--- config.mk ---
export PLATFORM = sky130hd
export DESIGN_NAME = dsmc_burst_decoder_flat
export DESIGN_NICKNAME = d
export VERILOG_FILES = /design/src/dsmc_pkg.sv /design/src/dsmc_burst_if.sv /design/src/dsmc_burst_decoder.sv /design/src/flat_wrapper.sv
export VERILOG_INCLUDE_DIRS = /design/src
export SDC_FILE = /design/constraint.sdc
export NUM_CORES = 1
export LEC_CHECK = 0
export ABC_AREA = 1
export BUFFER_PORTS_ARGS = -buffer_cell sky130_fd_sc_hd__buf_2
export CELL_PAD_IN_SITES_DETAIL_PLACEMENT = 1
export CELL_PAD_IN_SITES_GLOBAL_PLACEMENT = 2
export CORE_MARGIN = 10
export CORE_UTILIZATION = 25
export DETAILED_ROUTE_END_ITERATION = 10
export PLACE_DENSITY_LB_ADDON = 0.1
export REMOVE_ABC_BUFFERS = 1
export SLEW_MARGIN = 20
export SYNTH_ARGS = -nofsm -noshare
export SYNTH_HDL_FRONTEND = slang
export SYNTH_SLANG_ARGS = --single-unit
--- constraint.sdc ---
create_clock -name dsmc_clk_single -period 2.75 [get_ports dsmc_clk_single]
set_clock_uncertainty 0.1 [all_clocks]
set_input_delay 0.4125 -clock dsmc_clk_single [delete_from_list [all_inputs] [get_ports dsmc_clk_single]]
set_output_delay 0.4125 -clock dsmc_clk_single [all_outputs]
set_load 0.05 [all_outputs]
--- src/dsmc_settings.svh ---
// DSMC local-bus slave settings: bus widths, ADC window placement and burst count points
`ifndef DSMC_SETTINGS_SVH
`define DSMC_SETTINGS_SVH

// ------------------------------------------------------------------------
// Data path widths
// ------------------------------------------------------------------------
`define DSMC_WORD_W      32
// Word address into the 16k-word RAM
`define DSMC_ADDR_W      14
`define DSMC_SAMPLE_W    16
`define DSMC_CHANNELS    8

// ------------------------------------------------------------------------
// ADC read-back window, word addresses
// ------------------------------------------------------------------------
// Four channel-pair words, then the status word
`define DSMC_ADC_BASE    'h3F8
`define DSMC_ADC_WORDS   5

// ------------------------------------------------------------------------
// Burst cycle counts, counted from the first edge after cs_n rises
// ------------------------------------------------------------------------
`define DSMC_CNT_CMD     2
`define DSMC_CNT_ADDR_HI 3
`define DSMC_CNT_ADDR_LO 4
`define DSMC_CNT_SETUP   5
`define DSMC_CNT_DATA    6

`endif

--- src/dsmc_pkg.sv ---
// DSMC local-bus types shared by the decoder, the data ports and the ADC bank
`include "dsmc_settings.svh"

package dsmc_pkg;

    // One bus data word
    typedef logic [`DSMC_WORD_W-1:0] bus_word_t;

    // RAM word address, byte address bits 15..2
    typedef logic [`DSMC_ADDR_W-1:0] word_addr_t;

    // One ADC channel sample
    typedef logic [`DSMC_SAMPLE_W-1:0] sample_t;

    // Channel number, 0 is channel 1
    typedef logic [$clog2(`DSMC_CHANNELS)-1:0] chan_idx_t;

    // Burst cycle counter, saturates at all ones
    typedef logic [7:0] cycle_cnt_t;

    // Burst phases in bus order
    typedef enum logic [2:0] {
        PH_CMD,
        PH_ADDR_HI,
        PH_ADDR_LO,
        PH_SETUP,
        PH_DATA
    } burst_phase_t;

endpackage

--- src/dsmc_burst_if.sv ---
// Decoded burst state passed from the DSMC decoder to the write and read ports
`timescale 1ns/10ps

interface dsmc_burst_if;

    // Current phase of the burst
    dsmc_pkg::burst_phase_t phase;

    // Command bit 15, set for a write burst
    logic                   is_write;

    // First word address of the burst
    dsmc_pkg::word_addr_t   start_addr;

    // Data word number, 0 at the first data cycle
    dsmc_pkg::cycle_cnt_t   data_index;

    // Decoder side
    modport decoder (
        output phase,
        output is_write,
        output start_addr,
        output data_index
    );

    // Write and read ports
    modport port (
        input  phase,
        input  is_write,
        input  start_addr,
        input  data_index
    );

endinterface

--- src/dsmc_burst_decoder.sv ---
// DSMC burst decoder: counts burst cycles and captures the command and start address
`timescale 1ns/10ps
`include "dsmc_settings.svh"

module dsmc_burst_decoder (
    input  logic                dsmc_clk_single,
    input  logic                cs_n,
    input  dsmc_pkg::bus_word_t dq_in,
    dsmc_burst_if.decoder       burst
);

    dsmc_pkg::cycle_cnt_t   cnt;
    dsmc_pkg::burst_phase_t phase;
    logic                   is_write;
    dsmc_pkg::word_addr_t   start_addr;

    // ------------------------------------------------------------------------
    // Cycle counter
    // ------------------------------------------------------------------------
    // Cleared while cs_n is low, first edge after cs_n rises is count 0
    // Holds at all ones so a long data phase stays a data phase
    always_ff @(posedge dsmc_clk_single or negedge cs_n) begin
        if (!cs_n) begin
            cnt <= '0;
        end else if (cnt != '1) begin
            cnt <= dsmc_pkg::cycle_cnt_t'(cnt + 1'b1);
        end
    end

    // Phase straight from the count
    always_comb begin
        if (cnt < dsmc_pkg::cycle_cnt_t'(`DSMC_CNT_ADDR_HI)) begin
            phase = dsmc_pkg::PH_CMD;
        end else if (cnt == dsmc_pkg::cycle_cnt_t'(`DSMC_CNT_ADDR_HI)) begin
            phase = dsmc_pkg::PH_ADDR_HI;
        end else if (cnt == dsmc_pkg::cycle_cnt_t'(`DSMC_CNT_ADDR_LO)) begin
            phase = dsmc_pkg::PH_ADDR_LO;
        end else if (cnt == dsmc_pkg::cycle_cnt_t'(`DSMC_CNT_SETUP)) begin
            phase = dsmc_pkg::PH_SETUP;
        end else begin
            phase = dsmc_pkg::PH_DATA;
        end
    end

    // ------------------------------------------------------------------------
    // Command and address capture
    // ------------------------------------------------------------------------
    // Command word on bits 15..0, bit 15 selects write
    always_ff @(posedge dsmc_clk_single or negedge cs_n) begin
        if (!cs_n) begin
            is_write <= 1'b0;
        end else if (cnt == dsmc_pkg::cycle_cnt_t'(`DSMC_CNT_CMD)) begin
            is_write <= dq_in[15];
        end
    end

    // Low address half carries byte address 15..0
    // Upper half lies beyond the RAM and is not kept
    always_ff @(posedge dsmc_clk_single) begin
        if (cnt == dsmc_pkg::cycle_cnt_t'(`DSMC_CNT_ADDR_LO)) begin
            start_addr <= dq_in[`DSMC_ADDR_W+1:2];
        end
    end

    // ------------------------------------------------------------------------
    // Burst interface
    // ------------------------------------------------------------------------
    assign burst.phase      = phase;
    assign burst.is_write   = is_write;
    assign burst.start_addr = start_addr;
    // Word number within the data phase, 0 before it
    assign burst.data_index = (cnt >= dsmc_pkg::cycle_cnt_t'(`DSMC_CNT_DATA)) ?
                              dsmc_pkg::cycle_cnt_t'(cnt - `DSMC_CNT_DATA) : '0;

    // Once in the data phase, the burst stays there until cs_n drops
    a_data_phase_holds : assert property (
        @(posedge dsmc_clk_single) disable iff (!cs_n)
        (phase == dsmc_pkg::PH_DATA) |=> (phase == dsmc_pkg::PH_DATA)
    );

endmodule

--- src/flat_wrapper.sv ---
// flat-port wrapper written by rule: the top's interface ports become plain ports
module dsmc_burst_decoder_flat 
  (dsmc_clk_single, cs_n, dq_in, burst_phase, burst_is_write, burst_start_addr, burst_data_index);
  dsmc_burst_if burst_i ();
  input  logic dsmc_clk_single;
  input  logic cs_n;
  input  dsmc_pkg::bus_word_t dq_in;
  output wire logic [$bits(burst_i.phase)-1:0] burst_phase;
  output wire logic [$bits(burst_i.is_write)-1:0] burst_is_write;
  output wire logic [$bits(burst_i.start_addr)-1:0] burst_start_addr;
  output wire logic [$bits(burst_i.data_index)-1:0] burst_data_index;
  assign burst_phase = burst_i.phase;
  assign burst_is_write = burst_i.is_write;
  assign burst_start_addr = burst_i.start_addr;
  assign burst_data_index = burst_i.data_index;
  dsmc_burst_decoder u_core (.dsmc_clk_single(dsmc_clk_single), .cs_n(cs_n), .dq_in(dq_in), .burst(burst_i));
endmodule
Yosys cells after proc, flatten, opt, wreduce, memory -nomap -nowiden
Cells that the tools add are included.
{ "classes": {"n_addsub": 2, "order_cmp": 2, "eq_ne": 5, "n_mux": 5} }
{ "op_table": {"columns": ["op", "n"], "rows": [
  ["== test 8 x 2 -> 1 bit (second input constant)", 2],
  ["== test 8 x 3 -> 1 bit (second input constant)", 2],
  ["2-to-1 mux 3 bit", 4],
  ["adder 8 x 1 -> 8 bit (second input constant)", 1],
  [">= comparator 8 x 3 -> 1 bit (second input constant)", 1],
  ["< comparator 8 x 2 -> 1 bit (second input constant)", 1],
  ["2-to-1 mux 8 bit", 1],
  ["inequality test 8 bit (second input constant)", 1],
  ["subtractor 8 x 3 -> 8 bit (second input constant)", 1]
]} }
{ "totals": {"regBits": 23, "inputBits": 34, "out_inout_bits": 26, "word_cells": 17} }

Logic depth before layout (Yosys ltp)
Gate-level depths: netlist (run 1).
{ "logic_depth": {"depth_word": 5, "ltp_mapped": 7, "ltp_nobuf": 6} }

Worst setup path after synthesis (run 1)
OpenSTA, ideal clock, no wires.
{ "synth_path": {"path_kind": "reg-to-output", "startpoint": "register u_core.cnt[2]", "endpoint": "output port burst_data_index[4]", "t_arrival_ns": 1.757, "required_time_ns": 2.237, "path_slack_ns": 0.481, "path_stages_with_launch": 5, "path_buffers": 0, "path_cell_list": "dfrtp_1 -> nand2_1 -> nand2_2 -> inv_1 -> o21ai_0"} }
{ "synth_via": {"elab_chain_cells": 2, "elab_cells_between_ends": 3, "cone_classes": "add/sub (1); order compare (1); mux (1)"} }
{ "synth_rtl": {"columns": ["item", "line", "rtl"], "rows": [
  ["start: declaration", "dsmc_burst_decoder.sv:12", "dsmc_pkg::cycle_cnt_t cnt;"],
  ["start signal: assignment", "dsmc_burst_decoder.sv:26", "cnt <= dsmc_pkg::cycle_cnt_t'(cnt + 1'b1);"],
  ["subtractor 8 x 3 -> 8 bit (no line) / >= comparator 8 x 3 -> 1 bit (equally long branches)", null, null],
  ["2-to-1 mux 8 bit (*)", "dsmc_burst_decoder.sv:72", "assign burst.data_index = (cnt >= dsmc_pkg::cycle_cnt_t'(`DSMC_CNT_DATA)) ?"],
  ["end: declaration", "flat_wrapper.sv:11", "output wire logic [$bits(burst_i.data_index)-1:0] burst_data_index;"]
]} }
Every way passes the cells marked *; elsewhere a longest branch is shown, timed or not.

Worst setup path after layout (run 1)
{ "layout_path": {"startpoint": "register u_core.cnt[0]", "endpoint": "output port burst_data_index[2]"} }
Same word-level chain as after synthesis.

==> flow_metrics.tcl, run 1 <==
set metrics [dict create \
    status "finished, final reports clean" \
    grt_pass1_vias 1084 \
    avgSynthCellArea_um2 9.43 \
    slew_headroom_pct 77.7 \
    drc 0 \
    reg2reg_from "u_core.cnt[0]" \
    hold_class "in -> reg" \
    power_frac_seq_pct 62.8 \
    clock_latency_ps 260 \
    use_met3_pct 2.55 \
    rsz0062_at_grt "no" \
    multi_input_area_um2 483 \
    fillCellCount 557 \
    crit_fanout 6 \
    first_iter_violations 15 \
    grt_max_degree 15 \
    min_path_cells 1 \
    startpoint "u_core.cnt[0]" \
    final_cell_area_um2 1520 \
    initial_utilization_pct 25.5 \
    met2_usage_pct 14.7 \
    io_buffers 41 \
    drt-total-wl_um 3080 \
    dieArea_um2 7960 \
    final_cell_mix "buf_2 (41), nand2_1 (28), nand3_1 (16)" \
    crit_path_frequent_cell "nand3_1" \
    ys.flop_type "edfxtp_1" \
    slew_viol_final 0 \
    slowest_delay_ps 450 \
    synth-seq-cells 23 \
    synth_xor_area_share_pct 0.731 \
    setup_ws_ps 397 \
    final_common_cell "buf_2" \
    cp_slowest_cell "dfrtp_1" \
    synth_warnings 0 \
    grt_overflow 0 \
    p_sw_share_pct 18.5 \
    final_core_util_pct 32.3 \
    num_rows 25 \
    grt_pass1_wl_um 5140 \
    yosysSeqAreaShare_pct 53.9 \
    clockRootBuffer "clkbuf_8" \
    layout-drive-gt1-share_pct 35.5 \
    routed_via_density 4.38 \
    die_height_um 89.2 \
    layout.nets 212 \
    synth_cell_type_count 21 \
    cts_sinks 23 \
    syn2layout_area_growth_pct 26.8 \
    placed_area_um2 1460 \
    min_from "dq_in[2]" \
    clk_pin_slew_worst_paths_ps 80 \
    use_met1_pct 9.09 \
    dp.cells 221 \
    internal-power_mw 0.477 \
    rr_worst_depth 5 \
    critPathTopFamily "simple AND/OR/NAND/NOR gates" \
    cp.depth 7 \
    worstSetupPathType "reg -> out" \
    setup_viol 0 \
    wl_per_cell_um 13.6 \
    worstPathArrival_ps 1840 \
    synth_edf_count 14 \
    syn_inst 127 \
    via_count 989 \
    cap_viol_max_count 0 \
    crit_chain "inv_1, ha_1, nand3_1, nand3_1, nor2_4, nor2_1, buf_2" \
    clk_path_buf_depth 2 \
    grtUsageTotal_pct 8.14 \
    period_minus_slack_ps 2350 \
    max_slew.worst_pin.slew_ps 335 \
    antenna_left 0 \
    max_freq_mhz 425 \
    yosys.area_share.simple_pct 30.3 \
    grt_antenna_before_repair 0 \
    core_area_um2 4690 \
    worstPathRequired_ps 2240 \
    dr.pass1.iters 2 \
    ir_worst_vdd_v 0.000156 \
    synth.area.mux_share_pct 0 \
    p_per_area_nw_per_um2 386 \
    htree_levels 1 \
    gp_congestion 0.677 \
    synthAdderAreaFrac_pct 5.22 \
    cts_buffers 3 \
    power_mw 0.585 \
    final_cells 226 \
    whs_ps 226 \
    grt_busiest_layer "met2" \
    worstPathBufferInverterCount 2 \
    clockPowerShare_pct 34.2 \
    final-hold-violation-count 0 \
    diodes 0 \
    synth_compound_area_share_pct 4.08 \
    pre_cts_ws_ps 665 \
    leakage_nw 0.722 \
    io_pins 60 \
    p_switching_mw 0.108 \
    die_w_um 89.2 \
    start_kind "register" \
    async_flop_share_pct 39.1 \
    tns_ps 0 \
    dp_hpwl_um 2600 \
    crit_path_end_kind "output pin" \
    seq_area_um2 646 \
    mappedNetlistArea_um2 1200 \
    pwr-share-comb_pct 3.1 \
    synth_top_family_by_area "simple AND/OR/NAND/NOR gates" \
    cts_tree "built" \
    final.period_utilization_pct 85.6 \
]
==> area by class of cell <==
class | instances | area share (%)
Tap cell | 54 | 4.45
Multi-Input combinational cell | 88 | 31.8
Inverter | 14 | 3.46
Clock inverter | 1 | 0.330
Sequential cell | 23 | 42.5
Timing Repair Buffer | 43 | 14.7
Clock buffer | 3 | 2.72
==> sequential cells by signal, summed over array words and instances (netlist names) <==
signal and cells:
u_core.cnt 8, u_core.burst.is_write 1, u_core.burst.start_addr 14
==> metal layers <==
metal  part of all wire (%)  wire length, µm
met4                   0.94               29
met5                      0                0
met3                    5.8              179
met1                     42             1290
met2                     51             1580
==> repair_timing <==
action	in CTS	in global routing
hold endpoints to repair	9	0
hold buffers	1	0
buffers inserted	0	0
resized for setup	0	0
==> worst reg2reg max path, stage by stage (launching register included) <==
cell and delay, ps:
dfrtp_1 450, inv_1 160, ha_1 160, nand3_1 130
nor2_1 170, buf_4 230
==> synthesized netlist by cell type (2+ instances only) <==
| library cell | n | area, µm² |
|---|---|---|
| nor2_2 | 2 | 12.5 |
| nor2_1 | 13 | 48.8 |
| nand4_1 | 3 | 18.8 |
| nand2_1 | 28 | 105 |
| inv_1 | 13 | 48.8 |
| ha_1 | 5 | 62.6 |
| nand3_1 | 16 | 80.1 |
| o21ai_0 | 7 | 35.0 |
| nor2_4 | 4 | 45.0 |
| nand2_2 | 4 | 25.0 |
| edfxtp_1 | 14 | 420 |
| dfrtp_1 | 9 | 225 |
==> worst paths after layout <==
path / slack (ps) / to
max: 400 / burst_data_index[2]
min: 230 / u_core.burst.start_addr[0]
max reg2reg: 1050 / u_core.burst.start_addr[6]
min reg2reg: 410 / u_core.burst.is_write
max in group asynchronous: 1930 / u_core.cnt[7]
min in group asynchronous: 440 / u_core.cnt[2]
==> logic make-up (layout without fill, tap and decap cells) <==
logic type,after synthesis,in the layout
AND/OR/NAND/NOR,73,73
flip-flops,23,23
buffers and inverters,16,61
AO/OA/AOI/OAI,9,9
adder cells (fa/ha/maj),5,5
XOR/XNOR,1,1
==> power by group through the flow <==
stage,registers [mW],clock network [mW],logic [mW]
6_report,0.368,0.200,0.0179
5_1_grt,0.368,0.223,0.0203
4_1_cts,0.368,0.213,0.0185
3_5_place_dp,0.375,0,0.0175
3_3_place_gp,0.375,0,0.0168
2_1_floorplan,0.378,0,0.000547
No activity file was read; power rests on OpenSTA's default activity.
==> inputs of run 2 (changes only) <==
Settings changed: CORE_ASPECT_RATIO set to 1.25, CTS_BUF_LIST set to sky130_fd_sc_hd__clkbuf_2.
==> run 2 against run 1 <==
Wire length rose by 6.2%. Flip-flop and latch count did not move. Via count rose by 4.2%. First-iteration DRC count rose by 47%. Clock-buffer cell count did not move. Worst hold slack got worse by 120 ps. Die area rose by 0.22%. Clock power fell by 28%. Fmax fell by 5.3%. Core utilization fell by 0.36 points. Worst setup slack got worse by 130 ps. Cell count rose by 2.7%.
==> flow_metrics.tcl, run 2 (synthesis gave the netlist of run 1 again) <==
set metrics [dict create \
    tns_ps 0 \
    ir_worst_vdd_v 0.000128 \
    final_common_cell "buf_2" \
    status "finished, final reports clean" \
    grtUsageTotal_pct 8.15 \
    initial_utilization_pct 25.5 \
    grt_pass1_vias 1084 \
    first_iter_violations 22 \
    setup_viol 0 \
    clk_path_buf_depth 2 \
    die_height_um 97.4 \
    dp_hpwl_um 2750 \
    grt_overflow 0 \
    drc 0 \
    multi_input_area_um2 483 \
    drt-total-wl_um 3270 \
    num_rows 28 \
    routed_via_density 4.44 \
    reg2reg_from "u_core.cnt[0]" \
    final-hold-violation-count 0 \
    io_buffers 41 \
    slew_headroom_pct 76.0 \
    worstSetupPathType "reg -> out" \
    fillCellCount 584 \
    worstPathArrival_ps 1970 \
    p_per_area_nw_per_um2 353 \
    clk_pin_slew_worst_paths_ps 260 \
    final_cell_area_um2 1500 \
    slew_viol_final 0 \
    diodes 0 \
    final_cell_mix "buf_2 (41), nand2_1 (28), nand3_1 (16)" \
    grt_pass1_wl_um 5180 \
    crit_path_end_kind "output pin" \
    worstPathRequired_ps 2240 \
    layout-drive-gt1-share_pct 35.5 \
    period_minus_slack_ps 2490 \
    via_count 1031 \
    rrSetupSlack_ps 1010 \
    hold_end "u_core.burst.start_addr[4]" \
    min_from "dq_in[6]" \
    final_core_util_pct 32.0 \
    start_kind "register" \
    dr.pass1.iters 4 \
    slowest_delay_ps 500 \
    clockRootBuffer "clkbuf_2" \
    wl_per_cell_um 14.1 \
    cp_slowest_cell "dfrtp_1" \
    htree_levels 1 \
    crit_chain "inv_1, ha_1, nand3_1, nand3_1, nor2_4, nor2_1, buf_2" \
    r2r-end "u_core.burst.start_addr[3]" \
    placed_area_um2 1470 \
    final.period_utilization_pct 90.4 \
    syn2layout_area_growth_pct 25.4 \
    largest_register_ffs 14 \
    pre_cts_ws_ps 678 \
    antenna_left 0 \
    cap_viol_max_count 0 \
    top_register "u_core.burst.start_addr" \
    cts_tree "built" \
    max_freq_mhz 402 \
    crit_path_frequent_cell "nand3_1" \
    cts_buffers 3 \
    io_pins 60 \
    max_slew.worst_pin.slew_ps 360 \
    rsz0062_at_grt "no" \
    rr_worst_depth 5 \
    dieArea_um2 7980 \
    die_w_um 81.9 \
    leakage_nw 0.709 \
    min_path_cells 1 \
    seq_area_um2 646 \
    cts_sinks 23 \
    layout.nets 212 \
    setup_ws_ps 264 \
    crit_fanout 6 \
    clock_latency_ps 350 \
    core_area_um2 4690 \
    reg_top3 "u_core.burst.start_addr: 14 flops, u_core.cnt: 8 flops, u_core.burst.is_write: 1 flops" \
    grt_max_degree 15 \
    hold_class "in -> reg" \
    grt_antenna_before_repair 0 \
    gp_congestion 0.800 \
]
-- run 2: cell count changes in the layout (fill, tap and decap cells not counted) --
cell	before	now
clkbuf_8	3	0
clkinvlp_4	0	1
clkinv_2	1	0
clkbuf_2	0	3
-- run 2: timing repair --
item | in CTS | in global routing
hold endpoints to repair | 9 | 0
buffers inserted | 0 | 0
resized for setup | 0 | 0
hold buffers | 1 | 0
-- run 2: final cells by class --
type	count	area share, %
clock inverter	1	0.500
multi-input combinational	88	32.2
inverter	14	3.50
clock buffer	3	1.00
timing repair buffer	43	14.8
sequential	23	43.0
tap	60	5.00
-- run 2: power by group --
group	internal, mW	switching [mW]	leakage (nW)
clock	0.0338	0.110	0.0126
sequential	0.368	0.000282	0.235
combinational	0.00905	0.00911	0.462
total	0.411	0.120	0.709
-- run 2: worst max path at each step --
| stage | startpoint | endpoint | slack [ps] | cells past startpoint |
|---|---|---|---|---|
| 4_1_cts | u_core.cnt[0] | burst_data_index[7] | 210 | 7 |
| 3_5_place_dp | u_core.cnt[0] | burst_data_index[1] | 680 | 7 |
| 6_report | u_core.cnt[0] | burst_data_index[7] | 260 | 7 |
| 3_3_place_gp | u_core.cnt[0] | burst_data_index[1] | 690 | 7 |
| 5_1_grt | u_core.cnt[0] | burst_data_index[7] | 50 | 7 |
| 2_1_floorplan | u_core.cnt[3] | burst_data_index[4] | 460 | 4 |
-- run 2: worst max-delay path: cells and delay by family (launching register included) --
family | cells | cell delay [ps]
flip-flops | 1 | 500
adder cells (fa/ha/maj) | 1 | 250
AND/OR/NAND/NOR | 4 | 530
buffers and inverters | 2 | 340
-- run 2: layer usage --
| layer | share of wire [%] | routed length [µm] | track usage, % | up-vias |
|---|---|---|---|---|
| met5 | 0 | 0 | 0 | - |
| met4 | 0.43 | 14 | 1.97 | 0 |
| met3 | 8.5 | 279 | 2.50 | 2 |
| met2 | 53 | 1720 | 15.1 | 27 |
| met1 | 38 | 1250 | 8.37 | 495 |
| li1 | - | - | - | 507 |
-- run 2: per-stage QoR --
step,power (mW),hold slack (ps),instances
after floorplan,0.378,16.9,125
after global placement,0.392,189,227
after detailed placement,0.393,188,227
after CTS,0.541,84.8,232
after global routing,0.554,56.3,232
final,0.531,105,232
==> inputs of run 3 (changes only) <==
Settings changed: CORE_UTILIZATION 25 to 26.
==> run 3 against run 2 <==
Design area is 0.17% lower. Via count is 2.3% lower. Non-clock buffer count stayed put. Cell count is 0.86% lower. Total power is 0.36% lower. Wire length is 1.7% lower. Combinational power hardly changed. Highest routed layer unchanged. Worst setup slack better by 30 ps. Fmax is 1.2% higher.
==> flow_metrics.tcl, run 3 (synthesis gave the netlist of run 1 again) <==
set metrics [dict create \
    rsz0062_at_grt "no" \
    drc 0 \
    routed_via_density 4.38 \
    seq_area_um2 646 \
    num_rows 27 \
    via_count 1007 \
    rr_worst_depth 5 \
    htree_levels 1 \
    cts_tree "built" \
    crit_path_end_kind "output pin" \
    grtUsageTotal_pct 8.54 \
    grt_overflow 0 \
    top_register "u_core.burst.start_addr" \
    clockRootBuffer "clkbuf_2" \
    start_kind "register" \
    slew_headroom_pct 76.5 \
    worstPathRequired_ps 2240 \
    reg2reg_from "u_core.cnt[0]" \
    cts_buffers 3 \
    p_per_area_nw_per_um2 353 \
    diodes 0 \
    final_common_cell "buf_2" \
    die_w_um 80.7 \
    wl_per_cell_um 14.0 \
    grt_antenna_before_repair 0 \
    reg_top3 "u_core.burst.start_addr: 14 flops, u_core.cnt: 8 flops, u_core.burst.is_write: 1 flops" \
    syn2layout_area_growth_pct 25.2 \
    dieArea_um2 7740 \
    grt_pass1_wl_um 5340 \
    crit_end "burst_data_index[7]" \
    layout-drive-gt1-share_pct 35.5 \
    final_cells 230 \
    io_pins 60 \
    max_slew.worst_pin.slew_ps 352 \
    clk_pin_slew_worst_paths_ps 240 \
    layout.nets 212 \
    final_cell_area_um2 1500 \
    rrSetupSlack_ps 1060 \
    core_area_um2 4430 \
    tns_ps 0 \
    dp_hpwl_um 2700 \
    max_freq_mhz 407 \
    worstPathArrival_ps 1940 \
    gp_congestion 0.802 \
    initial_utilization_pct 27.1 \
    clock_latency_ps 330 \
    fillCellCount 562 \
    cts_sinks 23 \
    antenna_left 0 \
    r2r-end "u_core.burst.start_addr[7]" \
    slew_viol_final 0 \
    drt-total-wl_um 3210 \
    largest_register_ffs 14 \
    post_cts_buffers 0 \
    dp.cells 225 \
    clk_path_buf_depth 2 \
    placed_area_um2 1470 \
    status "finished, final reports clean" \
    period_minus_slack_ps 2460 \
    dr.pass1.iters 2 \
    startpoint "u_core.cnt[0]" \
    die_height_um 95.9 \
    leakage_nw 0.709 \
    setup_ws_ps 294 \
    pre_cts_ws_ps 675 \
    ir_worst_vdd_v 0.000105 \
    worstSetupPathType "reg -> out" \
    hold_class "in -> reg" \
    final.period_utilization_pct 89.3 \
    multi_input_area_um2 483 \
    setup_viol 0 \
    io_buffers 41 \
    crit_fanout 6 \
    final-hold-violation-count 0 \
    cap_viol_max_count 0 \
    first_iter_violations 15 \
    grt_max_degree 15 \
    grt_pass1_vias 1065 \
    final_cell_mix "buf_2 (41), nand2_1 (28), nand3_1 (16)" \
]
==> run 3: cell counts in the layout (fill, tap and decap cells not counted) <==
No cell type changed its count.
==> run 3: power by group <==
group	internal, mW	switching [mW]
sequential	0.368	0.000330
combinational	0.00909	0.00932
clock	0.0338	0.108
==> run 3: final cells by class <==
cell class / count / share of cell area (%)
clock buffers: 3 / 1.00
clock inverters: 1 / 0.501
inverters: 14 / 3.51
multi-input cells: 88 / 32.2
flip-flops and latches: 23 / 43.1
well taps: 58 / 4.84
repair buffers: 43 / 14.9
==> run 3: critical path, cell delays in order (launching register included) <==
cell and delay (ps):
dfrtp_1 500, inv_1 130, ha_1 250, nand3_1 130, nand3_1 150, nor2_4 180, nor2_1 60, buf_2 210
==> run 3: how the worst min path moves through the flow <==
| stage | start | end | slack (ps) | depth (start not counted) |
|---|---|---|---|---|
| 6_report | dq_in[7] | u_core.burst.start_addr[5] | 130 | 1 |
| 2_1_floorplan | cs_n | u_core.burst.is_write | 20 | 0 |
| 3_5_place_dp | cs_n | u_core.cnt[6] | 190 | 1 |
| 3_3_place_gp | cs_n | u_core.cnt[6] | 190 | 1 |
| 5_1_grt | dq_in[8] | u_core.burst.start_addr[6] | 60 | 1 |
| 4_1_cts | dq_in[8] | u_core.burst.start_addr[6] | 110 | 1 |
==> run 3: routing by layer <==
metal / track usage, % / share of wire, % / vias up
met1: 9.46 / 43 / 472
met4: 1.73 / 0.25 / 0
met5: 0 / 0 / -
met2: 15.6 / 50 / 28
li1: - / - / 505
met3: 2.61 / 6.7 / 2
==> run 3: what timing repair did <==
action,4_1_cts,5_1_grt
endpoints found under the hold margin,9,0
gates resized for setup,0,0
hold buffers,1,0
==> run 3: stage by stage <==
stage          hold WS, ps  utilization, %  power, mW
5_1_grt               61.2            33.9      0.560
3_5_place_dp           189            33.1      0.393
6_report               131            33.9      0.529
4_1_cts                108            33.9      0.540
3_3_place_gp           190            33.1      0.392
2_1_floorplan         16.9               -      0.378
