[config.mk]
export PLATFORM = sky130hd
export DESIGN_NAME = dsmc_write_port_flat
export DESIGN_NICKNAME = d
export VERILOG_FILES = /design/src/dsmc_pkg.sv /design/src/dsmc_burst_if.sv /design/src/dsmc_write_port.sv /design/src/flat_wrapper.sv
export VERILOG_INCLUDE_DIRS = /design/src
export SDC_FILE = /design/constraint.sdc
export NUM_CORES = 1
export LEC_CHECK = 0
export BUFFER_PORTS_ARGS = -buffer_cell sky130_fd_sc_hd__buf_2
export CORE_MARGIN = 5
export CORE_UTILIZATION = 37
export DETAILED_ROUTE_END_ITERATION = 10
export PLACE_DENSITY = 0.66
export SLEW_MARGIN = 20
export SYNTH_ARGS = -nofsm -noshare
export SYNTH_HDL_FRONTEND = slang
export SYNTH_SLANG_ARGS = --single-unit
[constraint.sdc]
create_clock -name dsmc_clk_single -period 2 [get_ports dsmc_clk_single]
set_input_delay 0.1 -clock dsmc_clk_single [delete_from_list [all_inputs] [get_ports dsmc_clk_single]]
set_output_delay 0.1 -clock dsmc_clk_single [all_outputs]
set_load 0.02 [all_outputs]
[src/dsmc_settings.svh]
// DSMC local-bus slave settings: bus widths, ADC window placement and burst count points
`ifndef DSMC_SETTINGS_SVH
`define DSMC_SETTINGS_SVH

// ------------------------------------------------------------------------
// Data path widths
// ------------------------------------------------------------------------
`define DSMC_WORD_W      32
// Word address into the 16k-word RAM
`define DSMC_ADDR_W      14
`define DSMC_SAMPLE_W    16
`define DSMC_CHANNELS    8

// ------------------------------------------------------------------------
// ADC read-back window, word addresses
// ------------------------------------------------------------------------
// Four channel-pair words, then the status word
`define DSMC_ADC_BASE    'h3F8
`define DSMC_ADC_WORDS   5

// ------------------------------------------------------------------------
// Burst cycle counts, counted from the first edge after cs_n rises
// ------------------------------------------------------------------------
`define DSMC_CNT_CMD     2
`define DSMC_CNT_ADDR_HI 3
`define DSMC_CNT_ADDR_LO 4
`define DSMC_CNT_SETUP   5
`define DSMC_CNT_DATA    6

`endif

[src/dsmc_pkg.sv]
// DSMC local-bus types shared by the decoder, the data ports and the ADC bank
`include "dsmc_settings.svh"

package dsmc_pkg;

    // One bus data word
    typedef logic [`DSMC_WORD_W-1:0] bus_word_t;

    // RAM word address, byte address bits 15..2
    typedef logic [`DSMC_ADDR_W-1:0] word_addr_t;

    // One ADC channel sample
    typedef logic [`DSMC_SAMPLE_W-1:0] sample_t;

    // Channel number, 0 is channel 1
    typedef logic [$clog2(`DSMC_CHANNELS)-1:0] chan_idx_t;

    // Burst cycle counter, saturates at all ones
    typedef logic [7:0] cycle_cnt_t;

    // Burst phases in bus order
    typedef enum logic [2:0] {
        PH_CMD,
        PH_ADDR_HI,
        PH_ADDR_LO,
        PH_SETUP,
        PH_DATA
    } burst_phase_t;

endpackage

[src/dsmc_burst_if.sv]
// Decoded burst state passed from the DSMC decoder to the write and read ports
`timescale 1ns/10ps

interface dsmc_burst_if;

    // Current phase of the burst
    dsmc_pkg::burst_phase_t phase;

    // Command bit 15, set for a write burst
    logic                   is_write;

    // First word address of the burst
    dsmc_pkg::word_addr_t   start_addr;

    // Data word number, 0 at the first data cycle
    dsmc_pkg::cycle_cnt_t   data_index;

    // Decoder side
    modport decoder (
        output phase,
        output is_write,
        output start_addr,
        output data_index
    );

    // Write and read ports
    modport port (
        input  phase,
        input  is_write,
        input  start_addr,
        input  data_index
    );

endinterface

[src/dsmc_write_port.sv]
// DSMC write port: turns data-phase bus words into sequential RAM writes
`timescale 1ns/10ps

module dsmc_write_port (
    input  logic                 dsmc_clk_single,
    input  logic                 cs_n,
    input  dsmc_pkg::bus_word_t  dq_in,
    dsmc_burst_if.port           burst,
    output logic                 wr_en,
    output dsmc_pkg::word_addr_t wr_addr,
    output dsmc_pkg::bus_word_t  wr_data
);

    dsmc_pkg::word_addr_t next_addr;
    logic                 take_word;

    // One word per data cycle of a write burst
    assign take_word = burst.is_write && (burst.phase == dsmc_pkg::PH_DATA);

    // Write strobe, one cycle per word
    always_ff @(posedge dsmc_clk_single or negedge cs_n) begin
        if (!cs_n) begin
            wr_en <= 1'b0;
        end else begin
            wr_en <= take_word;
        end
    end

    // ------------------------------------------------------------------------
    // Address stepping and data register
    // ------------------------------------------------------------------------
    // Loaded in setup, word n of the data phase goes to start + n
    always_ff @(posedge dsmc_clk_single) begin
        if (burst.phase == dsmc_pkg::PH_SETUP) begin
            next_addr <= burst.start_addr;
        end else if (take_word) begin
            wr_addr   <= next_addr;
            wr_data   <= dq_in;
            next_addr <= dsmc_pkg::word_addr_t'(next_addr + 1'b1);
        end
    end

    // The command bit is latched before the data phase, so a read burst never writes
    a_no_write_on_read : assert property (
        @(posedge dsmc_clk_single) disable iff (!cs_n)
        $rose(wr_en) |-> burst.is_write
    );

endmodule

[src/flat_wrapper.sv]
// flat-port wrapper written by rule: the top's interface ports become plain ports
module dsmc_write_port_flat 
  (dsmc_clk_single, cs_n, dq_in, wr_en, wr_addr, wr_data, burst_phase, burst_is_write, burst_start_addr, burst_data_index);
  dsmc_burst_if burst_i ();
  input  logic dsmc_clk_single;
  input  logic cs_n;
  input  dsmc_pkg::bus_word_t dq_in;
  output logic wr_en;
  output dsmc_pkg::word_addr_t wr_addr;
  output dsmc_pkg::bus_word_t wr_data;
  input wire logic [$bits(burst_i.phase)-1:0] burst_phase;
  input wire logic [$bits(burst_i.is_write)-1:0] burst_is_write;
  input wire logic [$bits(burst_i.start_addr)-1:0] burst_start_addr;
  input wire logic [$bits(burst_i.data_index)-1:0] burst_data_index;
  assign burst_i.phase = burst_phase;
  assign burst_i.is_write = burst_is_write;
  assign burst_i.start_addr = burst_start_addr;
  assign burst_i.data_index = burst_data_index;
  dsmc_write_port u_core (.dsmc_clk_single(dsmc_clk_single), .cs_n(cs_n), .dq_in(dq_in), .burst(burst_i), .wr_en(wr_en), .wr_addr(wr_addr), .wr_data(wr_data));
endmodule
# --- Word level (Yosys, flattened, before mapping) ---
# Index checks and enable logic that the tools add are counted.
op_classes:
  mux: 2
  n_eq_ne: 2
  bitwise: 1
  n_reduce_logical: 3
  addsub: 1
op_table:
  columns: ["operator", "n"]
  rows:
  - ["$mux W14", 2]
  - ["$add A14 B1 Y14 const B", 1]
  - ["$eq A3 B2 Y1 const B", 1]
  - ["$eq A3 B3 Y1 const B", 1]
  - ["$reduce_and A2 Y1", 1]
  - ["$reduce_bool A2 Y1", 1]
  - ["$logic_and A1 B1 Y1", 1]
  - ["$not A1 Y1", 1]
totals:
  output_inout_bits: 47
  register_bits: 61
  wordCells: 13

# --- Depth between registers and ports, before layout ---
# Gate-level depths: netlist (run 1).
logic_depth:
  ltp_word: 4
  ltp_mapped: 5
  ltp_nobuf: 5

# --- Worst setup path after synthesis (run 1) ---
# OpenSTA, ideal clock, no wires.
synth_timing:
  path_kind: "input-to-reg"
  from: "in burst_phase[1]"
  to: "reg u_core.wr_addr[0] (enable)"
  t_arrival_ps: 3336
  n_path_buf: 0
  t_required_ps: 1493
  path_slack_ps: -1842
  setup_ps: 507
  path_stages: 1
  path_cell_list: "nor3_1"
synth_between:
  elab_chain_len: 3
  elab_cells_between_ends: 5
synth_rtl:
  columns: ["element", "line_no", "rtl"]
  rows:
  - ["from (decl)", "flat_wrapper.sv:11", "input wire logic [$bits(burst_i.phase)-1:0] burst_phase;"]
  - ["$eq A3 B3 Y1 / $eq A3 B2 Y1 (equally long branches)", "dsmc_write_port.sv:18, dsmc_write_port.sv:34", null]
  - ["$logic_and A1 B1 Y1 / $not A1 Y1 (equally long branches)", null, null]
  - ["$reduce_and A2 Y1 (no line) (*)", null, null]
  - ["to (signal assigned)", "dsmc_write_port.sv:37", "wr_addr <= next_addr;"]
  - ["to (decl)", "dsmc_write_port.sv:10", "output dsmc_pkg::word_addr_t wr_addr,"]
# Mark *: on every way between the ends. The rest lies on a longest branch, timed or not.
# A chain may end at the register's enable or synchronous reset.

# --- Worst setup path after layout (run 1) ---
layout_timing:
  from: "reg u_core.next_addr[2]"
  to: "reg u_core.next_addr[13], data pin"
layout_between:
  elab_chain_len: 3
layout_rtl:
  columns: ["element", "line_no", "rtl"]
  rows:
  - ["from (decl)", "dsmc_write_port.sv:14", "dsmc_pkg::word_addr_t next_addr;"]
  - ["from (signal assigned)", "dsmc_write_port.sv:35", "next_addr <= burst.start_addr;"]
  - ["from (signal assigned)", "dsmc_write_port.sv:39", "next_addr <= dsmc_pkg::word_addr_t'(next_addr + 1'b1);"]
  - ["$add A14 B1 Y14", "dsmc_write_port.sv:39", null]
  - ["$mux W14", "dsmc_write_port.sv:36", "end else if (take_word) begin"]
  - ["$mux W14", "dsmc_write_port.sv:34", "if (burst.phase == dsmc_pkg::PH_SETUP) begin"]
# Every way passes these cells. The select of a mux whose other input is x is not followed.

==> results of run 1 <==
-- how the worst min path moves through the flow --
stage | to | cells after the start | start
finish | u_core.wr_en | 2 | burst_phase[0]
global route | u_core.wr_en | 2 | burst_phase[0]
CTS | u_core.wr_en | 2 | burst_phase[0]
detailed placement | u_core.wr_en | 1 | cs_n
global placement | u_core.wr_en | 1 | cs_n
floorplan | u_core.wr_en | 0 | cs_n
-- cell families after synthesis --
logic type	Yosys count	synth area share
buffers and inverters	2	0.00337
and+or+nand+nor	36	0.0886
xor gates and xnor gates	11	0.0432
DFF	61	0.819
adders and majority gates	1	0.00561
muxes	1	0.00505
AOI/OAI and AO/OA	15	0.0353
-- sequential cells by signal, indices dropped and copies added, names as in the netlist --
register / flops
u_core.next_addr: 14
u_core.wr_data: 32
u_core.wr_addr: 14
u_core.wr_en: 1
-- cells in the mapped netlist (2+ instances only) --
cell type	instances	area, um2
nor2_1	14	52.6
nand3_1	5	25.0
edfxtp_1	60	1800
nor3_1	3	15.0
and4_4	2	22.5
xor2_1	8	70.1
clkbuf_1	2	7.51
xnor2_1	3	26.3
a21oi_1	12	60.1
nand2_1	3	11.3
nand4_1	4	25.0
-- area by class of cell --
class / instances / area (um2) / share of cell area
sequential: 61 / 1830 / 0.541
timing repair buffer: 135 / 863 / 0.255
multi-input combinational: 64 / 413 / 0.122
clock buffer: 11 / 131 / 0.0389
tap: 75 / 93.8 / 0.0278
clock inverter: 5 / 51.3 / 0.0152
-- routing by layer --
layer / GRT usage / wire, um / vias up
met5: 0 / 0 / -
met2: 0.212 / 2270 / 86
met1: 0.167 / 2050 / 710
met3: 0.0395 / 600 / 9
met4: 0.0669 / 82 / 0
li1: - / - / 777
-- cells in the final DEF, fill, tap and decap left out, drive strengths merged --
master,count
and2,1
dlygate4sd3,33
buf,102
edfxtp,60
and4,3
or3,1
a31oi,1
bufinv,1
nand3,6
o31ai,1
nor3,3
mux2,1
xnor2,3
ha,1
a21oi,12
nand2,3
nand3b,1
clkinvlp,1
nor2,14
clkbuf,11
clkinv,3
nand4,4
dfrtp,1
xor2,8
o21ai,1
-- what timing repair did --
item / 4_1_cts / 5_1_grt
buffers inserted: 0 / 0
hold buffers: 33 / 0
hold endpoints to repair: 33 / 0
-- power groups by stage --
stage	logic [mW]	clock network [mW]	registers [mW]
after CTS	0.230	1.04	1.48
final	0.227	1.01	1.48
after detailed placement	0.178	0	1.50
after global placement	0.173	0	1.50
after global routing	0.247	1.11	1.48
after floorplan	0.0495	0	1.53
-- through the flow --
step | hold slack [ns] | instances
after CTS | 0.00521 | 351
after global routing | 0.0111 | 351
final | 0.0173 | 351
after global placement | -0.125 | 302
after floorplan | -0.196 | 127
after detailed placement | -0.125 | 302
==> impl_results.md, run 1 <==
- Core region area: slightly below 6000 um2
- RSZ-0062 raised after global routing: no
- Final wirelength: around 5000 um
- Psw: between 0.5 and 0.6 mW
- Critical Path Stages: 4
- Final setup viols: 0
- Fin. Hold Viols: 0
- Die W: about 88 um
- Final core area utilization: 0.574
- Setup_tns: 0 ns
- # nets final: 332
- Area Growth Syn to Fin: 51.5%
- Critical path endpoint: u_core.next_addr[13]
- Cell count after synthesis: roughly 130
- FF+latch count, synth: 61
- Rel. slew slack: 0.780
- Top_reg_cell synth: edfxtp_1
- Worst Setup Start Kind: flop
- Iteration-0 DRC Markers: 74
- Post-synth EDFFs: 60
- GPL Wtd Cong: between 0.7 and 0.8
- Pwr Total: 2.71 mW
- Seq/Total Area, Yosys: 0.819
- Fill count: around 480
- Overall Global Routing Usage: 0.134
- Combinational Power Share: 0.084
- Leakage Power: 1.32 nW
- Ant. Diodes: 0
- Yosys warnings: 0
- Delay-heaviest family, CP: simple AND/OR/NAND/NOR gates
- R2r setup slk: between 0.4 and 0.5 ns
- Vias/cell: roughly 4.5
- CP required: 2.16 ns
- Critical-path top delay cell: edfxtp_1
- Peak supply drop: around 0.00055 V
- Minimum clock period: 1.57 ns
- Cell Area, Synth: roughly 2200 um2
- Number of global-route vias before repair: roughly 1500
- Final instance area: about 3400 um2
- Clock Pin Slew Worst Setup and Hold Paths: 0.06 ns
- Post-CTS resize count: 0
- Crit-path max cell delay: 0.47 ns
- Worst-path fanout max: 7
- Starting Density: 0.379
- Slew Limit Fails: 0
- Grt ovf: 0
- CTS sink cnt: between 60 and 70
- H-Tree Depth: 3
- Die ar.: a little under 8000 um2
- Avg Cell Area, Syn: approximately 18 um2
- Post-Route Skew: 0.00263 ns
- Max_cap viols: 0
- Final WS setup: 0.429 ns
- Sequential Power Share: 0.544
- First-pass GRT wire length: roughly 7600 um
- Antenna-violating nets left: 0
- Ports: 107
- Share of layout cells above drive strength 1: 0.438
- CP Buf/Inv Count: 0
- Sw Share: 0.212
- TritonCTS clock tree: done
- Syn nets: between 150 and 200
- Dpl cell area: between 2000 and 3000 um2
- DP Worst Slack: between 0.4 and 0.5 ns
- Status: complete, no violations
- Dpl hpwl: 3470 um
- Row cnt: 28
- Final period utilization: 0.786
- Port buffer count: approximately 100
- Crit. End Element: flop
- Yosys cell types: 22
- Drt drc: 0
- Clock Power Share: 0.372
- Via Count: ~1600
- Clock root cell: clkbuf_8
- Total CTS buffers: 9
- Worst slew pin tran: approximately 0.33 ns
- R2R Path Start: u_core.next_addr[2]
- Worst Path Arrival: about 1.7 ns
- CP cell instances: and4_4 -> nand3_4 -> or3_1 -> a31oi_1
- PD cells: between 800 and 900 nW/um2
- Async SR Flop Fraction: 0.0164
- Fmax: approximately 640 MHz
- DR pass1 iterations: 4
- Internal power: between 2 and 2.5 mW
- Largest net degree at the start of global routing: 47
- Initial antenna violation count: 0
- Chip height: 87.7 um
- Hold crit path type: in -> reg
- Clk_lat worst skew: about 0.32 ns
- Critical path origin: u_core.next_addr[2]
- Reg2reg path depth: 4
- Setup CP Type: reg -> reg
- Worst R2R End: u_core.next_addr[13]
- Clock buffer depth: 2
- Routed WL per cell: roughly 14 um
Note: power is estimated with default switching activity, not from simulation.
==> run 2: changes to the inputs <==
--- a/config.mk
+++ b/config.mk
@@ -6,6 +6,7 @@
 export SDC_FILE = /design/constraint.sdc
 export NUM_CORES = 1
 export LEC_CHECK = 0
+export ABC_AREA = 1
 export BUFFER_PORTS_ARGS = -buffer_cell sky130_fd_sc_hd__buf_2
 export CORE_MARGIN = 5
 export CORE_UTILIZATION = 37
==> constraint.sdc (replaced) <==
create_clock -name dsmc_clk_single -period 1.6 [get_ports dsmc_clk_single]
set_input_delay 0.08 -clock dsmc_clk_single [delete_from_list [all_inputs] [get_ports dsmc_clk_single]]
set_output_delay 0.08 -clock dsmc_clk_single [all_outputs]
set_load 0.02 [all_outputs]
==> run 2 against run 1 <==
Sequential power rose by 24%; clock skew hardly changed; utilization is 1.4 points lower; largest power group unchanged; first-iteration DRC count is 45% higher; global-route usage rose by 0.71 points; sequential share of layout area down 1.8 points; cell count grew 12%; highest routed layer unchanged; routed wire length is 14% higher; synthesized cell count up 31%.
==> impl_results.md, run 2 <==
- Status: complete, no violations
- GPL Wtd Cong: 0.803 (+12%)
- Worst R2R End: u_core.next_addr[4]
- Via Count: 1776 (+12%)
- Port buffer count: 98 (unchanged)
- Chip height: 89.4 um (+2.0%)
- Reg2reg path depth: 5 (+1)
- Final WS setup: 0.168 ns (-0.261 ns)
- Total CTS buffers: 9 (unchanged)
- FF+latch count, synth: 61 (unchanged)
- Share of layout cells above drive strength 1: 0.399 (-0.0397)
- Worst slew pin tran: 0.348 ns (+0.0187 ns)
- Seq/Total Area, Yosys: 0.783 (-0.0360)
- Core region area: 6240 um2 (+6.0%)
- Clock buffer depth: 2 (unchanged)
- Final period utilization: 0.895 (+0.109)
- Placed Cells: 343 (+14%)
- Async SR Flop Fraction: 0.0164 (unchanged)
- Cell count after synthesis: 167 (+31%)
- # nets final: 373 (+12%)
- Cell Area, Synth: 2330 um2 (+4.6%)
- Biggest register: u_core.wr_data
- Critical-path top delay cell: edfxtp_1
- Rel. slew slack: 0.768 (-0.0125)
- R2r setup slk: 0.17 ns (-0.26 ns)
- Fin. Hold Viols: 0 (unchanged)
- Dpl hpwl: 3900 um (+12%)
- Worst Hold Depth: 3 (+1)
- Clk_lat worst skew: 0.32 ns (about the same)
- Vias/cell: 4.52 (+0.27%)
- Slew Limit Fails: 0 (unchanged)
- First-pass GRT wire length: 8180 um (+7.4%)
- CTS sink cnt: 61 (unchanged)
- Routed WL per cell: 14.5 um (+1.6%)
- H-Tree Depth: 3 (unchanged)
- Commonest cells after routing, fill and taps aside: buf_2, edfxtp_1, nand2_1
- CP cell instances: ha_1 -> nand2_1 -> nor2_4 -> o21ai_0 -> nand2_1
- Top_reg_cell synth: edfxtp_1
- Iteration-0 DRC Markers: 107 (+45%)
- Post-CTS Setup Repair Bufs: 0 (unchanged)
- Post-synth EDFFs: 60 (unchanged)
- Die ar.: 8000 um2 (+4.1%)
- Top Registers: u_core.wr_data x32, u_core.next_addr x14, u_core.wr_addr x14
- Hold crit path type: in -> reg
- Most common cell in the netlist: edfxtp_1
- PD cells: 971 nW/um2 (+21%)
- Area leader, netlist: edfxtp_1
- Worst hold start: burst_start_addr[1]
- Synth area leaders: edfxtp_1, nand2_1, nand3_1
- R2R Path Start: u_core.next_addr[0]
- Antenna-violating nets left: 0 (unchanged)
- Row cnt: 29 (+3.6%)
- Setup CP Type: reg -> reg
- Avg Cell Area, Syn: 14.0 um2 (-20%)
- Syn nets: 228 (+21%)
- Starting Density: 0.374 (-0.00514)
- Post-Route Skew: 0.00312 ns (+0.000497 ns)
- Number of global-route vias before repair: 1755 (+14%)
- Largest net degree at the start of global routing: 45 (-4.3%)
- TritonCTS clock tree: done
- Pwr Total: 3.40 mW (+25%)
- Synth top cells by count: edfxtp_1, nand2_1, nand3_1, inv_1, nor2_1
- Yosys top cell area share: 0.772 (-0.0355)
- Ant. Diodes: 0 (unchanged)
- CP required: 1.67 ns (-0.49 ns)
- Commonest non-fill, non-tap cell in the layout: buf_2
- Final core area utilization: 0.560 (-0.0138)
- Overall Global Routing Usage: 0.141 (+0.00712)
- Minimum clock period: 1.43 ns (-0.139 ns)
- Area Growth Syn to Fin: 49.9%
- Ports: 107 (unchanged)
- Crit-path most repeated cell: nand2_1
- Final setup viols: 0 (unchanged)
- Worst Path Arrival: 1.51 ns (-0.23 ns)
- Yosys warnings: 0 (unchanged)
- Max_cap viols: 0 (unchanged)
- Crit. End Element: flop
- Peak supply drop: 0.000612 V (+11%)
- Final wirelength: 5690 um (+14%)
- Clock root cell: clkbuf_8
- Grt ovf: 0 (unchanged)
- Initial antenna violation count: 0 (unchanged)
- Final std cells w/o fill: 393 (+12%)
- RSZ-0062 raised after global routing: no
- Die W: 89.4 um (+2.0%)
- Leakage Power: 1.47 nW (+12%)
- Fill count: 505 (+6.1%)
- Yosys cell types: 22 (unchanged)
- Worst-path fanout max: 6 (-1)
- Dpl cell area: 2970 um2 (+3.5%)
- Final instance area: 3500 um2 (+3.5%)
- DP Worst Slack: 0.175 ns (-0.268 ns)
- Fmax: 698 MHz (+9.7%)
- Drt drc: 0 (unchanged)
- Max reg flops: 32 (unchanged)
- Clock Pin Slew Worst Setup and Hold Paths: 0.06 ns (about the same)
- DR pass1 iterations: 5 (+1)
- Crit-path max cell delay: 0.45 ns (-0.02 ns)
- Hold Path End: u_core.next_addr[1]
- Worst Setup Start Kind: flop
==> run 2: cells by family (layout without fill, tap and decap cells) <==
family / count (synthesis) / after routing / synth area share
flip-flops: 61 / 61 / 0.783
XOR/XNOR: 3 / 3 / 0.0113
AND/OR/NAND/NOR: 81 / 81 / 0.155
buffers and inverters: 13 / 162 / 0.0241
adder cells (fa/ha/maj): 1 / 1 / 0.00536
AO/OA/AOI/OAI: 8 / 8 / 0.0209
==> run 2: final cells by class <==
cell class | instances | area [um2] | area share
well taps | 77 | 96.3 | 0.0275
repair buffers | 136 | 876 | 0.250
inverters | 11 | 41.3 | 0.0118
clock inverters | 6 | 55.1 | 0.0157
clock buffers | 9 | 124 | 0.0354
multi-input cells | 93 | 478 | 0.137
flip-flops and latches | 61 | 1830 | 0.522
==> run 2: repair_timing <==
| item | 4_1_cts | 5_1_grt |
|---|---|---|
| endpoints found under the hold margin | 34 | 0 |
| endpoints found under the setup margin | 0 | 0 |
| gates resized for setup | 0 | 0 |
| hold buffers | 35 | 0 |
==> run 2: critical path, delay by kind of cell, from the launching register on <==
family,cells,cell delay [ns]
AO/OA/AOI/OAI,1,0.19
flip-flops,1,0.45
AND/OR/NAND/NOR,3,0.26
adder cells (fa/ha/maj),1,0.28
==> run 2: worst max-delay path by stage <==
stage                     slack (ns)                   end  cells past startpoint                start
after global placement          0.21  u_core.next_addr[12]                      6  u_core.next_addr[0]
after CTS                       0.17   u_core.next_addr[4]                      5  u_core.next_addr[0]
after floorplan                -0.08     u_core.wr_addr[0]                      2       burst_phase[2]
after global routing            0.05  u_core.next_addr[10]                      6  u_core.next_addr[0]
final                           0.17   u_core.next_addr[4]                      5  u_core.next_addr[0]
after detailed placement        0.18   u_core.next_addr[4]                      5  u_core.next_addr[0]
==> run 2: metal layers <==
layer / wire [um] / GRT usage
met2: 2650 / 0.243
met3: 738 / 0.0590
met5: 0 / 0
met4: 48 / 0.0568
met1: 2250 / 0.153
==> run 2: stage by stage <==
step                hold slack, ns  setup TNS [ns]
global route                0.0284               0
CTS                        0.00869               0
floorplan                   -0.216           -3.86
finish                      0.0206               0
global placement            -0.145               0
detailed placement          -0.143               0
==> run 2: power by group <==
group | internal (mW) | total (mW) | switching [mW]
registers | 1.82 | 1.84 | 0.0278
logic | 0.152 | 0.308 | 0.156
clock network | 0.693 | 1.25 | 0.552
total | 2.66 | 3.40 | 0.736
==> run 3: changes to the inputs <==
--- a/config.mk
+++ b/config.mk
@@ -7,11 +7,12 @@
 export NUM_CORES = 1
 export LEC_CHECK = 0
 export ABC_AREA = 1
-export BUFFER_PORTS_ARGS = -buffer_cell sky130_fd_sc_hd__buf_2
+export BUFFER_PORTS_ARGS = -buffer_cell sky130_fd_sc_hd__clkbuf_2
 export CORE_MARGIN = 5
 export CORE_UTILIZATION = 37
 export DETAILED_ROUTE_END_ITERATION = 10
 export PLACE_DENSITY = 0.66
+export REMOVE_ABC_BUFFERS = 1
 export SLEW_MARGIN = 20
 export SYNTH_ARGS = -nofsm -noshare
 export SYNTH_HDL_FRONTEND = slang
==> run 3 against run 2 <==
Die area unchanged; total power increased by 0.67%; combinational power decreased by 3%; sequential share of layout area increased by 0.28 points; register-to-register slack about the same; hold slack got worse by 0.0026 ns; maximum frequency decreased by 0.34%; cell count increased by 0.25%; critical path depth increased by 1; clock power about the same; routed wire length decreased by 3.4%.
==> impl_results.md, run 3 (synthesis results as in run 2) <==
- Pwr Total: 3.42 mW (+0.67%)
- Clock Pin Slew Worst Setup and Hold Paths: 0.06 ns (about the same)
- Initial antenna violation count: 0 (unchanged)
- Final WS setup: 0.163 ns (-0.00483 ns)
- Chip height: 89.4 um (unchanged)
- Crit-path most repeated cell: nand2_1
- Routed WL per cell: 14.0 um (-3.6%)
- Worst-path fanout max: 6 (unchanged)
- Hold crit path type: in -> reg
- Delay-heaviest family, CP: simple AND/OR/NAND/NOR gates
- Crit-path max cell delay: 0.42 ns (-0.03 ns)
- Core region area: 6240 um2 (unchanged)
- Number of global-route vias before repair: 1690 (-3.7%)
- GPL Wtd Cong: 0.770 (-4.1%)
- Status: complete, no violations
- Top Registers: u_core.wr_data x32, u_core.next_addr x14, u_core.wr_addr x14
- Final wirelength: 5500 um (-3.4%)
- Vias/cell: 4.46 (-1.4%)
- Commonest cells after routing, fill and taps aside: clkbuf_2, edfxtp_1, nand2_1
- Fmax: 696 MHz (-0.34%)
- Drt drc: 0 (unchanged)
- Rel. slew slack: 0.767 (about the same)
- Final period utilization: 0.898 (+0.00302)
- Area Growth Syn to Fin: 49.1%
- Setup CP Type: reg -> reg
- Critical-path top delay cell: edfxtp_1
- Grt ovf: 0 (unchanged)
- Max reg flops: 32 (unchanged)
- Final setup viols: 0 (unchanged)
- Share of layout cells above drive strength 1: 0.394 (-0.00441)
- Ports: 107 (unchanged)
- Clock buffer depth: 2 (unchanged)
- Peak supply drop: 0.000555 V (-9.4%)
- Max_cap viols: 0 (unchanged)
- H-Tree Depth: 3 (unchanged)
- Reg2reg path depth: 6 (+1)
- First-pass GRT wire length: 7700 um (-5.8%)
- Largest net degree at the start of global routing: 47 (+4.4%)
- Clk_lat worst skew: 0.33 ns (about the same)
- Row cnt: 29 (unchanged)
- Worst Path Arrival: 1.53 ns (+0.02 ns)
- TritonCTS clock tree: done
- Dpl hpwl: 3780 um (-3.0%)
- Post-CTS resize count: 0 (unchanged)
- Fin. Hold Viols: 0 (unchanged)
- Worst Setup Start Kind: flop
- CP required: 1.69 ns (+0.02 ns)
- Iteration-0 DRC Markers: 51 (-52%)
- DP Worst Slack: 0.177 ns (+0.00223 ns)
- Critical Path Stages: 6 (+1)
- Worst Hold Depth: 3 (unchanged)
- Starting Density: 0.374 (unchanged)
- Dpl cell area: 2950 um2 (-0.76%)
- CP Buf/Inv Count: 0 (unchanged)
- Clock root cell: clkbuf_8
- Die W: 89.4 um (unchanged)
- Port buffer count: 98 (unchanged)
- PD cells: 983 nW/um2 (+1.2%)
- Worst slew pin tran: 0.349 ns (+0.00103 ns)
- Slew Limit Fails: 0 (unchanged)
- Via Count: 1756 (-1.1%)
- Ant. Diodes: 0 (unchanged)
- CP cell instances: ha_1 -> nand2_1 -> nor2_4 -> nand4_1 -> nand3_1 -> nand2_1
- Fill count: 544 (+7.7%)
- Commonest non-fill, non-tap cell in the layout: clkbuf_2
- Leakage Power: 1.49 nW (+1.1%)
- # nets final: 373 (unchanged)
- Total CTS buffers: 9 (unchanged)
- Post-Route Skew: 0.00356 ns (+0.000434 ns)
- Final instance area: 3480 um2 (-0.54%)
- Final core area utilization: 0.557 (-0.00301)
- Antenna-violating nets left: 0 (unchanged)
- Crit. End Element: flop
- Die ar.: 8000 um2 (unchanged)
- RSZ-0062 raised after global routing: no
- Minimum clock period: 1.44 ns (+0.00483 ns)
- Biggest register: u_core.wr_data
- Overall Global Routing Usage: 0.135 (-0.00569)
- DR pass1 iterations: 4 (-1)
- CTS sink cnt: 61 (unchanged)
-- run 3: cell type report --
class | count | area (um2) | area share
Clock inverter | 5 | 51.3 | 0.0147
Timing Repair Buffer | 136 | 876 | 0.252
Inverter | 11 | 41.3 | 0.0119
Sequential cell | 61 | 1830 | 0.525
Multi-Input combinational cell | 93 | 455 | 0.131
Clock buffer | 11 | 131 | 0.0378
Tap cell | 77 | 96.3 | 0.0277
-- run 3: path summary, 6_finish.rpt --
path / start / to / slack (ns)
hold reg to reg: u_core.next_addr[13] / u_core.wr_addr[13] / 0.50
min in group asynchronous: cs_n / u_core.wr_en / 0.05
setup / recovery: u_core.next_addr[0] / u_core.next_addr[12] / 0.16
setup reg to reg: u_core.next_addr[0] / u_core.next_addr[12] / 0.16
max in group asynchronous: cs_n / u_core.wr_en / 1.46
hold / removal: burst_start_addr[9] / u_core.next_addr[9] / 0.02
-- run 3: per-layer routing --
layer | global-route usage | vias up | wire [um]
li1 | - | 878 | -
met1 | 0.148 | 776 | 2230
met2 | 0.226 | 94 | 2550
met3 | 0.0525 | 8 | 649
met4 | 0.0731 | 0 | 70
met5 | 0 | - | 0
-- run 3: stage by stage --
step	hold WS, ns	cells	TNS [ns]
after detailed placement	-0.142	343	0
after floorplan	-0.216	165	-102.23
after global placement	-0.145	343	0
after CTS	0.00967	394	0
after global routing	0.0231	394	0
final	0.0180	394	0
-- run 3: tightest hold or removal path, cell delays in order --
cell      delay [ns]
clkbuf_2        0.07
nand2_1         0.04
nand2_1         0.05
-- run 3: timing repair --
item	CTS	global route
hold buffers	35	0
buffers inserted	0	0
endpoints found under the hold margin	34	0
-- run 3: report_power, final --
group | leakage [nW] | internal (mW) | switching [mW] | total, mW
Combinational | 0.838 | 0.149 | 0.150 | 0.300
Clock | 0.0907 | 0.709 | 0.567 | 1.28
Sequential | 0.562 | 1.82 | 0.0280 | 1.84
Total | 1.49 | 2.67 | 0.746 | 3.42
